File: src/signal_meter_pkg.sv
// signal meter shared types, window constants and Q16 reciprocal helper
package signal_meter_pkg;

    // ====================
    // widths with a meaning
    // ====================
    typedef logic [7:0]  sample_t;   // one ADC sample
    typedef logic [31:0] count_t;    // per-window sample or crossing count
    typedef logic [15:0] result_t;   // Hz/kHz value, amplitude or duty
    typedef logic [15:0] recip_t;    // Q16 reciprocal

    // ====================
    // window and scaling
    // ====================
    // short window for simulation, stands for a 100 ms window
    localparam int unsigned window_cycles = 16384;
    localparam int unsigned window_cnt_w  = $clog2(window_cycles);

    localparam sample_t mid_scale = 8'd128;   // high when at or above

    // frequency scaling for a 100 ms window
    localparam int unsigned hz_per_count = 10;
    localparam count_t      hz_limit     = 32'd6553;  // above this Hz overflows
    localparam int unsigned khz_recip    = 655;        // 65536 / 100

    // duty in tenths of a percent
    localparam int unsigned duty_scale       = 1000;
    localparam int unsigned duty_index_shift = 7;  // total count to table index

    // 65536 / index, index 0 and 1 saturate to the largest Q16 value
    function automatic recip_t recip_of(input logic [7:0] index);
        logic [16:0] quotient;
        if (index <= 8'd1) begin
            quotient = 17'h0ffff;
        end else begin
            quotient = 17'h10000 / index;
        end
        return quotient[15:0];
    endfunction

endpackage

File: src/duty_counter.sv
// duty cycle sample counter, high and total counts latched per window
`timescale 1ns/10ps

module duty_counter (
    input  logic                      clk,
    input  logic                      rst_n,
    input  logic                      measure_en,
    input  logic                      sample_valid,
    input  logic                      window_tick,
    input  signal_meter_pkg::sample_t sample_data,
    output signal_meter_pkg::count_t  high_count,
    output signal_meter_pkg::count_t  total_count,
    output logic                      count_strobe
);

    signal_meter_pkg::count_t high_cnt;
    signal_meter_pkg::count_t total_cnt;
    logic                     is_high;

    // above 127 is the same as at or above mid-scale
    assign is_high = sample_valid && (sample_data >= signal_meter_pkg::mid_scale);

    always_ff @(posedge clk or negedge rst_n) begin
        if (!rst_n) begin
            high_cnt     <= '0;
            total_cnt    <= '0;
            high_count   <= '0;
            total_count  <= '0;
            count_strobe <= 1'b0;
        end else if (!measure_en) begin
            high_cnt     <= '0;
            total_cnt    <= '0;
            high_count   <= '0;
            total_count  <= '0;
            count_strobe <= 1'b0;
        end else begin
            count_strobe <= window_tick;
            if (window_tick) begin
                // boundary sample closes out the current window
                high_count  <= high_cnt + signal_meter_pkg::count_t'(is_high);
                total_count <= total_cnt + signal_meter_pkg::count_t'(sample_valid);
                high_cnt    <= '0;
                total_cnt   <= '0;
            end else begin
                if (sample_valid) total_cnt <= total_cnt + 1'b1;
                if (is_high)      high_cnt  <= high_cnt + 1'b1;
            end
        end
    end

endmodule

File: src/duty_divider.sv
// duty cycle divider, reciprocal table lookup and multiply in four stages
`timescale 1ns/10ps

module duty_divider (
    input  logic                      clk,
    input  logic                      rst_n,
    input  logic                      count_strobe,
    input  signal_meter_pkg::count_t  high_count,
    input  signal_meter_pkg::count_t  total_count,
    output signal_meter_pkg::result_t duty_value
);

    signal_meter_pkg::recip_t recip_table [0:255];
    signal_meter_pkg::count_t index_raw;
    logic [47:0]              numer_q;      // high times full scale
    logic [7:0]               index_q;
    signal_meter_pkg::recip_t recip_q;
    logic [63:0]              product_q;
    logic                     s1_valid, s2_valid, s3_valid;

    // constant Q16 reciprocal ROM
    for (genvar i = 0; i < 256; i++) begin : g_recip
        assign recip_table[i] = signal_meter_pkg::recip_of(8'(i));
    end

    assign index_raw = total_count >> signal_meter_pkg::duty_index_shift;

    // ====================
    // stage 1, numerator and index
    // ====================
    always_ff @(posedge clk or negedge rst_n) begin
        if (!rst_n) begin
            numer_q  <= '0;
            index_q  <= 8'd1;
            s1_valid <= 1'b0;
        end else begin
            s1_valid <= count_strobe && (total_count != '0);  // empty window keeps old duty
            if (count_strobe && (total_count != '0)) begin
                numer_q <= 48'(high_count) * 48'(signal_meter_pkg::duty_scale);
                if (index_raw == '0)          index_q <= 8'd1;
                else if (index_raw > 32'd255) index_q <= 8'd255;
                else                          index_q <= index_raw[7:0];
            end
        end
    end

    // ====================
    // stages 2 to 4
    // ====================
    always_ff @(posedge clk or negedge rst_n) begin
        if (!rst_n) begin
            recip_q    <= '0;
            product_q  <= '0;
            duty_value <= '0;
            s2_valid   <= 1'b0;
            s3_valid   <= 1'b0;
        end else begin
            s2_valid <= s1_valid;
            s3_valid <= s2_valid;
            if (s1_valid) recip_q   <= recip_table[index_q];   // lookup
            if (s2_valid) product_q <= numer_q * recip_q;      // multiply
            // drop the Q16 fraction and the index shift
            if (s3_valid) duty_value <= signal_meter_pkg::result_t'(
                              product_q >> (16 + signal_meter_pkg::duty_index_shift));
        end
    end

endmodule

File: src/freq_scaler.sv
// crossing count to frequency scaler, Hz or kHz over a two-stage pipeline
`timescale 1ns/10ps

module freq_scaler (
    input  logic                      clk,
    input  logic                      rst_n,
    input  logic                      count_strobe,
    input  signal_meter_pkg::count_t  crossing_count,
    output signal_meter_pkg::result_t freq_value,
    output logic                      freq_khz
);

    signal_meter_pkg::count_t count_q;
    logic                     khz_q;
    logic                     stage1_valid;
    logic [31:0]              hz_product;
    logic [47:0]              khz_product;

    assign hz_product  = count_q * signal_meter_pkg::hz_per_count;
    // divide by 100 as multiply by 655 then drop 16 bits
    assign khz_product = 48'(count_q) * 48'(signal_meter_pkg::khz_recip);

    // ====================
    // stage one, unit choice
    // ====================
    always_ff @(posedge clk or negedge rst_n) begin
        if (!rst_n) begin
            count_q      <= '0;
            khz_q        <= 1'b0;
            stage1_valid <= 1'b0;
        end else begin
            stage1_valid <= count_strobe;
            if (count_strobe) begin
                count_q <= crossing_count;
                khz_q   <= (crossing_count > signal_meter_pkg::hz_limit);
            end
        end
    end

    // ====================
    // stage two, scaling
    // ====================
    always_ff @(posedge clk or negedge rst_n) begin
        if (!rst_n) begin
            freq_value <= '0;
            freq_khz   <= 1'b0;
        end else if (stage1_valid) begin
            freq_khz   <= khz_q;
            freq_value <= khz_q ? khz_product[31:16] : hz_product[15:0];
        end
    end

endmodule

File: src/meas_window_timer.sv
// measurement window timer, pulses once every window_cycles enabled clocks
`timescale 1ns/10ps

module meas_window_timer (
    input  logic clk,
    input  logic rst_n,
    input  logic measure_en,
    output logic window_tick
);

    logic [signal_meter_pkg::window_cnt_w-1:0] cycle_cnt;
    logic                                      last_cycle;

    assign last_cycle = (cycle_cnt == signal_meter_pkg::window_cycles - 1);

    // tick on the window_cycles-th consecutive enabled cycle
    assign window_tick = measure_en && last_cycle;

    always_ff @(posedge clk or negedge rst_n) begin
        if (!rst_n) begin
            cycle_cnt <= '0;
        end else if (!measure_en) begin
            cycle_cnt <= '0;          // restart window on disable
        end else if (last_cycle) begin
            cycle_cnt <= '0;
        end else begin
            cycle_cnt <= cycle_cnt + 1'b1;
        end
    end

endmodule

File: src/peak_detector.sv
// window peak-to-peak detector over valid samples
`timescale 1ns/10ps

module peak_detector (
    input  logic                      clk,
    input  logic                      rst_n,
    input  logic                      measure_en,
    input  logic                      sample_valid,
    input  logic                      window_tick,
    input  signal_meter_pkg::sample_t sample_data,
    output signal_meter_pkg::result_t amplitude
);

    signal_meter_pkg::sample_t max_q, min_q;
    signal_meter_pkg::sample_t max_next, min_next;  // includes current sample

    always_comb begin
        max_next = max_q;
        min_next = min_q;
        if (sample_valid) begin
            if (sample_data > max_q) max_next = sample_data;
            if (sample_data < min_q) min_next = sample_data;
        end
    end

    always_ff @(posedge clk or negedge rst_n) begin
        if (!rst_n) begin
            max_q     <= 8'd0;
            min_q     <= 8'd255;
            amplitude <= '0;
        end else if (!measure_en) begin
            max_q     <= 8'd0;
            min_q     <= 8'd255;
            amplitude <= '0;
        end else if (window_tick) begin
            // empty window leaves max below min, report zero then
            amplitude <= (max_next >= min_next) ?
                         signal_meter_pkg::result_t'(max_next - min_next) : '0;
            max_q     <= 8'd0;                    // reload for next window
            min_q     <= 8'd255;
        end else begin
            max_q <= max_next;
            min_q <= min_next;
        end
    end

endmodule

File: src/signal_meter_top.sv
// signal meter top, frequency, amplitude and duty channels with output bank
`timescale 1ns/10ps

module signal_meter_top (
    input  logic                      clk,
    input  logic                      rst_n,
    input  logic                      measure_en,
    input  logic                      sample_valid,
    input  signal_meter_pkg::sample_t sample_data,
    output signal_meter_pkg::result_t freq_out,
    output signal_meter_pkg::result_t amplitude_out,
    output signal_meter_pkg::result_t duty_out,
    output logic                      freq_is_khz,
    output logic                      results_updated
);

    logic                      window_tick;

    // frequency path
    signal_meter_pkg::count_t  crossing_count;
    logic                      freq_strobe;
    signal_meter_pkg::result_t freq_value;
    logic                      freq_khz;

    signal_meter_pkg::result_t amplitude;

    // duty path
    signal_meter_pkg::count_t  high_count;
    signal_meter_pkg::count_t  total_count;
    logic                      duty_strobe;
    signal_meter_pkg::result_t duty_value;

    // ====================
    // window timing
    // ====================
    meas_window_timer timer_i (
        .clk         (clk),
        .rst_n       (rst_n),
        .measure_en  (measure_en),
        .window_tick (window_tick)
    );

    // ====================
    // measurement channels
    // ====================
    zero_cross_counter zero_cross_i (
        .clk            (clk),
        .rst_n          (rst_n),
        .measure_en     (measure_en),
        .sample_valid   (sample_valid),
        .window_tick    (window_tick),
        .sample_data    (sample_data),
        .crossing_count (crossing_count),
        .count_strobe   (freq_strobe)
    );

    freq_scaler freq_scaler_i (
        .clk            (clk),
        .rst_n          (rst_n),
        .count_strobe   (freq_strobe),
        .crossing_count (crossing_count),
        .freq_value     (freq_value),
        .freq_khz       (freq_khz)
    );

    peak_detector peak_i (
        .clk          (clk),
        .rst_n        (rst_n),
        .measure_en   (measure_en),
        .sample_valid (sample_valid),
        .window_tick  (window_tick),
        .sample_data  (sample_data),
        .amplitude    (amplitude)
    );

    duty_counter duty_count_i (
        .clk          (clk),
        .rst_n        (rst_n),
        .measure_en   (measure_en),
        .sample_valid (sample_valid),
        .window_tick  (window_tick),
        .sample_data  (sample_data),
        .high_count   (high_count),
        .total_count  (total_count),
        .count_strobe (duty_strobe)
    );

    duty_divider duty_div_i (
        .clk          (clk),
        .rst_n        (rst_n),
        .count_strobe (duty_strobe),
        .high_count   (high_count),
        .total_count  (total_count),
        .duty_value   (duty_value)
    );

    // output bank, loads previous window results on each tick
    always_ff @(posedge clk or negedge rst_n) begin
        if (!rst_n) begin
            freq_out        <= '0;
            freq_is_khz     <= 1'b0;
            amplitude_out   <= '0;
            duty_out        <= '0;
            results_updated <= 1'b0;
        end else begin
            results_updated <= window_tick;  // high while new values first show
            if (window_tick) begin
                freq_out      <= freq_value;
                freq_is_khz   <= freq_khz;
                amplitude_out <= amplitude;
                duty_out      <= duty_value;
            end
        end
    end

endmodule

File: src/zero_cross_counter.sv
// mid-scale rising crossing counter, latches one count per window
`timescale 1ns/10ps

module zero_cross_counter (
    input  logic                       clk,
    input  logic                       rst_n,
    input  logic                       measure_en,
    input  logic                       sample_valid,
    input  logic                       window_tick,
    input  signal_meter_pkg::sample_t  sample_data,
    output signal_meter_pkg::count_t   crossing_count,
    output logic                       count_strobe
);

    signal_meter_pkg::sample_t prev_sample;  // last valid sample
    logic                      have_prev;    // prev_sample holds real data
    signal_meter_pkg::count_t  cross_cnt;
    logic                      crossing;

    // rising crossing needs a previous valid sample below mid-scale
    assign crossing = sample_valid && have_prev &&
                      (prev_sample < signal_meter_pkg::mid_scale) &&
                      (sample_data >= signal_meter_pkg::mid_scale);

    always_ff @(posedge clk or negedge rst_n) begin
        if (!rst_n) begin
            prev_sample <= '0;
            have_prev   <= 1'b0;
        end else if (!measure_en) begin
            prev_sample <= '0;
            have_prev   <= 1'b0;
        end else if (sample_valid) begin
            prev_sample <= sample_data;
            have_prev   <= 1'b1;
        end
    end

    always_ff @(posedge clk or negedge rst_n) begin
        if (!rst_n) begin
            cross_cnt      <= '0;
            crossing_count <= '0;
            count_strobe   <= 1'b0;
        end else if (!measure_en) begin
            cross_cnt      <= '0;
            crossing_count <= '0;
            count_strobe   <= 1'b0;
        end else begin
            count_strobe <= window_tick;   // data and strobe show up together
            if (window_tick) begin
                // tick-cycle crossing belongs to the closing window
                crossing_count <= cross_cnt + signal_meter_pkg::count_t'(crossing);
                cross_cnt      <= '0;
            end else if (crossing) begin
                cross_cnt <= cross_cnt + 1'b1;
            end
        end
    end

endmodule
File: config.mk
export PLATFORM = sky130hd
export DESIGN_NAME = signal_meter_top
export DESIGN_NICKNAME = d
export VERILOG_FILES = /design/src/signal_meter_pkg.sv /design/src/duty_counter.sv /design/src/duty_divider.sv /design/src/freq_scaler.sv /design/src/meas_window_timer.sv /design/src/peak_detector.sv /design/src/signal_meter_top.sv /design/src/zero_cross_counter.sv
export SDC_FILE = /design/constraint.sdc
export NUM_CORES = 2
export LEC_CHECK = 0
export ABC_AREA = 1
export BUFFER_PORTS_ARGS = -buffer_cell sky130_fd_sc_hd__buf_2
export CORE_ASPECT_RATIO = 1.1
export CORE_UTILIZATION = 30
export DETAILED_ROUTE_END_ITERATION = 16
export SLEW_MARGIN = 20
export SYNTH_ARGS = -nofsm -noshare
export SYNTH_HDL_FRONTEND = slang
export SYNTH_SLANG_ARGS = --single-unit
File: constraint.sdc
create_clock -name clk -period 6.7 [get_ports clk]
set_input_delay 0.335 -clock clk [delete_from_list [all_inputs] [get_ports clk]]
set_output_delay 0.335 -clock clk [all_outputs]
set_load 0.1 [all_outputs]
# After elaboration in Yosys (flattened, before gate mapping)
# Memory sizes are Yosys's and may differ from the RTL's. A register that Yosys moved wholly into a read port is not among the register bits.
# Cells that the tools add are included.
# op_classes
addsub,8
n_mul,4
n_lt_le_gt_ge,7
n_eq_ne,6
muxes,36
n_bitwise,1
n_reduce_logical,9
# ops
op,n
$mux 32,15
$add 32x1->32,3
$add 32x1->32 const B,3
$mux 8,12
$mux 16,4
$mul 32x7->39 const B,1
$mul 39x16->36,1
$gt 32x13->1 const B,1
$logic_not 32->1,1
$mul 32x10->32 const B,1
$mul 32x3->15 const B,1
$reduce_bool 32->1,1
$mux 14,2
$gt 25x8->1 const B,1
$add 14x1->14 const B,1
$eq 14x14->1 const B,1
$ne 3x1->1 const B,3
$not 8->9,1
$sub 8x8->9,1
$ge 8x8->1,1
$ge 8x8->1 const B,1
$gt 8x8->1,1
$lt 8x8->1,1
$lt 8x8->1 const B,1
other kinds (4),12
# word_totals
ff_bits,451
mem_bits_ro,4096
inputBits,12
elab_cells,102
memories,1
# mem_list
name,words,word_bits,rd,rd_ports_with_merged_regs,write_ports,line_no,rtl
(no name shown),256,16,1,1,0,duty_divider.sv:60,if (s1_valid) recip_q <= recip_table[index_q];

# Depth between registers and ports, before layout
# depth
ltp_word,7
depth_mapped,29
ltp_nobuf,27

# Cells and area by module
# From an unflattened synthesis, not the netlist that was laid out.
# hier_totals
cells_unflattened,6632
hier_area_um2,49739.0
# by_module_without_submodules
mod,instances,cells_per_inst,area_per_inst_um2,seq_area_each_um2
duty_divider,1,3368,25366.8,2378.5
freq_scaler,1,1117,8440.6,1276.2
duty_counter,1,1029,7428.4,3228.1
zero_cross_counter,1,559,3880.0,1676.6
peak_detector,1,262,2004.4,635.6
signal_meter_top,1,209,1883.1,1251.2
meas_window_timer,1,88,735.7,350.3

# Least setup slack after synthesis
# Ideal clock, no wire load.
# synth_path
path_type,register -> register
startpoint,register duty_div_i.numer_q[23]
endpoint,register duty_div_i.product_q[38]
t_arrival_ns,5.542
required_ns,6.582
setup_slack_ns,1.040
stages_incl_launch_ff,26
path_buffers,2
path_cell_list,dfrtp_1 -> clkbuf_1 -> clkbuf_1 -> nand2_1 -> fa_1 -> inv_1 -> fa_1 -> inv_1 -> fa_1 -> inv_1 -> fa_1 -> fa_1 -> inv_1 -> fa_1 -> inv_1 -> ha_1 -> a21oi_1 -> o21ai_0 -> nand2_1 -> nand2_1 -> a21oi_1 -> nand2_1 -> a21boi_0 -> nand3_1 -> nand3_1 -> nand2_1
# synth_via
elab_chain_len,1
# synth_rtl
item,line_no,rtl
from (decl),duty_divider.sv:15,logic [47:0] numer_q;
from (signal assigned),duty_divider.sv:39,numer_q <= 48'(high_count) * 48'(signal_meter_pkg::duty_scale);
$mul 39x16->36,duty_divider.sv:61,if (s2_valid) product_q <= numer_q * recip_q;
to (signal assigned),duty_divider.sv:61,
to (decl),duty_divider.sv:18,logic [63:0] product_q;
# Every way passes these cells.
# A chain may end at the register's enable or synchronous reset.

# Final worst setup path
# layout_path
startpoint,register duty_div_i.recip_q[4]
endpoint,register duty_div_i.product_q[24]
# layout_via
elab_chain_len,1
# layout_rtl
item,line_no,rtl
from (decl),duty_divider.sv:17,signal_meter_pkg::recip_t recip_q;
$mul 39x16->36,duty_divider.sv:61,
# Every way passes these cells.

==> summary.md <==
| Metric | Value |
|---|---|
| Status | complete, no violations |
| Via count | 38440 |
| Final setup fails | 0 |
| Final hold vios | 0 |
| Seq cells post-synth | 422 |
| Post-synth EDFFs | 0 |
| Pre-CTS WS | 0.4576 ns |
| Root Driver | clkbuf_16 |
| Core ar. | 0.1540 mm² |
| Ys Warns | 0 |
| H-tree Lvls | 2 |
| Delay-heaviest family, CP | adder cells |
| Hold Path Class | in -> reg |
| M1 GR Usage | 21.88% |
| Synth area leaders | fa_1 25%, dfrtp_1 22%, nand2_1 12% |
| Post-Synthesis Cells | 5939 |
| I/O pin cnt | 62 |
| Total setup buffers inserted after CTS | 0 |
| MaxCap Viol Count | 0 |
| GR Util All Layers | 16.49% |
| Syn Std Cell Area | 0.04657 mm² |
| Die height | 415.2 µm |
| Top post-synthesis cells by count | 1438 x nand2_1, 1136 x inv_1, 583 x fa_1, 413 x dfrtp_1, 389 x nor2_1 |
| Pre-Repair DR Iteration Count | 9 |
| Synth top area share | 25.06% |
| Die width | 377.7 µm |
| Critical Path Max Stage Delay | 0.92 ns |
| Met3 usage | 1.674% |
| Setup TNS Final | 0 ns |
| CP Class | reg -> reg |
| Final period util | 93.42% |
| Antenna viol nets, final | 0 |
| Max Slew Vio Count | 0 |
| # rows | 151 |
| Vias in the first global route | 39842 |
| Worst endpoint required time | 7.24 ns |
| Sequential cell area fraction in the yosys report | 22.70% |
| Peak supply drop | 0.1889 mV |
| Crit path arrival time | 6.80 ns |
| Global routing's busiest layer | met2 |
| Slowest cell on crit path | dfrtp_1 |
| Unrepaired setup endpoints after global routing | false |
| Starting density of the core | 30.25% |
| Worst-margin pin slew | 1.041 ns |
| Most frequently used flop master after synthesis | dfrtp_1 |
| Clock latency on the worst-skew pair | 0.66 ns |
| Diodes inserted | 0 |
| Worst-path clk slew | 0.06 ns |
| Port Buffers | 61 |
| Final critical-path setup slack | 0.4405 ns |
| GP Congestion | 0.9640 |
| Largest net degree at the start of global routing | 146 |
| Max Buffers Root-to-Sink | 3 |
| Distinct cells, synth | 57 |
| Post-layout min period | 6.259 ns |
| Count leader, synth | nand2_1 |
| Synth async-reset ratio | 100.0% |
| Final cell count without fillers | 7997 |
| Met2 usage | 28.20% |
| Final #Nets | 6789 |
| Max Clock Skew | 0.04813 ns |
| Area Overhead vs Synth | 8.986% |
| Kind of end point of the critical path | flip-flop |
| First-pass GRT wire length | 210500 µm |
| Pwr Density | 111.6 mW/mm² |
| CP bufs+invs | 7 |
| Initial antenna violation count | 0 |
| Slew HR | 30.63% |
| P_leak | 25.96 nW |
| DRT iter0 DRCs | 2608 |
| CP Max Fanout | 19 |
| Cell taking the most area after synthesis | fa_1 |
| CTS sink cnt | 422 |
| Die ar. | 0.1568 mm² |
| GR Overflow Total | 0 |
| Vias per inst | 4.807 |
| Fmax | 0.1598 GHz |
| Post-Place Cells | 7905 |
| Crit path launch type | flip-flop |
| Syn_area_per_cell | 7.842 µm² |
| Total Wirelength | 127200 µm |
| Total CTS buffers | 49 |
| Avg WL per Cell | 15.91 µm |
| CTS tree | built |
| DRC Markers | 0 |
| Post-DP HPWL | 101300 µm |
| Syn_nets | 6834 |
| Share of cells above drive strength 1 | 4.349% |
worst reg2reg max path: cells and delay by family (launching register included):
family                     cells  cell delay (ns)
AOI/OAI and AO/OA              2             0.33
and+or+nand+nor                9             1.02
DFF                            1             0.92
adders and majority gates      7             3.06
buffers and inverters          7             0.82
power breakdown:
group | switching, W | internal (W)
Sequential | 0.0000190 | 0.00258
Combinational | 0.000295 | 0.0000884
Clock | 0.00120 | 0.00149
Total | 0.00151 | 0.00416
cell families after synthesis:
| group | count (synthesis) | synth area share, % |
|---|---|---|
| compound gates | 810 | 9.655 |
| buf+inv | 1370 | 11.12 |
| xor+xnor | 173 | 3.253 |
| fa+ha+maj | 883 | 33.12 |
| simple gates | 2281 | 20.16 |
| flops | 422 | 22.70 |
per-stage QoR:
step / hold slack, ns / total power [W] / instance area (µm²) / utilization (%)
after floorplan: 0.03941 / 0.002904 / 46570 / -
after global placement: 0.4372 / 0.003027 / 49120 / 31.90
after detailed placement: 0.4361 / 0.003029 / 49120 / 31.90
after CTS: 0.02033 / 0.005769 / 50750 / 32.96
after global routing: 0.06149 / 0.005895 / 50760 / 32.97
final: 0.07452 / 0.005667 / 50760 / 32.97
registers in the layout, summed over array words and instances, names as in the netlist, 32 cells and up:
name                         flops
freq_scaler_i.count_q           32
duty_div_i.numer_q              36
duty_count_i.total_cnt          32
zero_cross_i.cross_cnt          32
duty_count_i.high_cnt           32
duty_count_i.total_count        32
duty_count_i.high_count         32
zero_cross_i.crossing_count     32
per-layer routing:
metal  routed length, µm  share of wire, %
met5                   0                 0
met4                3751               2.9
met3                5610               4.4
met2               61330                48
met1               56530                44
placed cells by master (no fill, tap or decap), types with 12 or more instances in the layout:
cell          n
dfrtp_1     412
nand2_1    1435
o211ai_1     19
xor2_1      123
nor2_1      389
ha_1        300
inv_1      1134
a31oi_1      43
nor4_1       33
buf_2        60
nand3_1     225
a21oi_1     216
fa_1        583
buf_4        58
nor3_1       68
o22ai_1      47
xnor2_1      50
a21o_1       15
o21ai_0     385
clkbuf_16    49
nand4_1      69
o21a_1       15
nand3b_1     12
final timing paths:
kind	start	endpoint	slack, ns	depth (start not counted)
worst max-delay path	duty_div_i.recip_q[4]	duty_div_i.product_q[24]	0.44	25
worst min-delay path	sample_data[6]	peak_i.max_q[6]	0.07	3
worst max register to register	duty_div_i.recip_q[4]	duty_div_i.product_q[24]	0.44	25
worst min register to register	timer_i.cycle_cnt[0]	timer_i.cycle_cnt[0]	0.45	1
max in group asynchronous	rst_n	duty_count_i.total_cnt[9]	4.99	3
min in group asynchronous	rst_n	peak_i.amplitude[5]	0.32	2
cell type report:
| type | count | area [µm²] |
|---|---|---|
| well taps | 2065 | 2584 |
| clock inverters | 26 | 264.0 |
| inverters | 1149 | 4314 |
| repair buffers | 125 | 838.3 |
| flip-flops and latches | 422 | 10570 |
| fillers | 16231 | 103200 |
| multi-input cells | 4147 | 30840 |
| clock buffers | 63 | 1349 |
timing repair:
action / in CTS / in global routing
endpoints found under the setup margin: 0 / 1
hold endpoints to repair: 85 / 0
gates resized for setup: 0 / 1
hold buffers: 2 / 0
No activity file was read; power rests on OpenSTA's default activity.
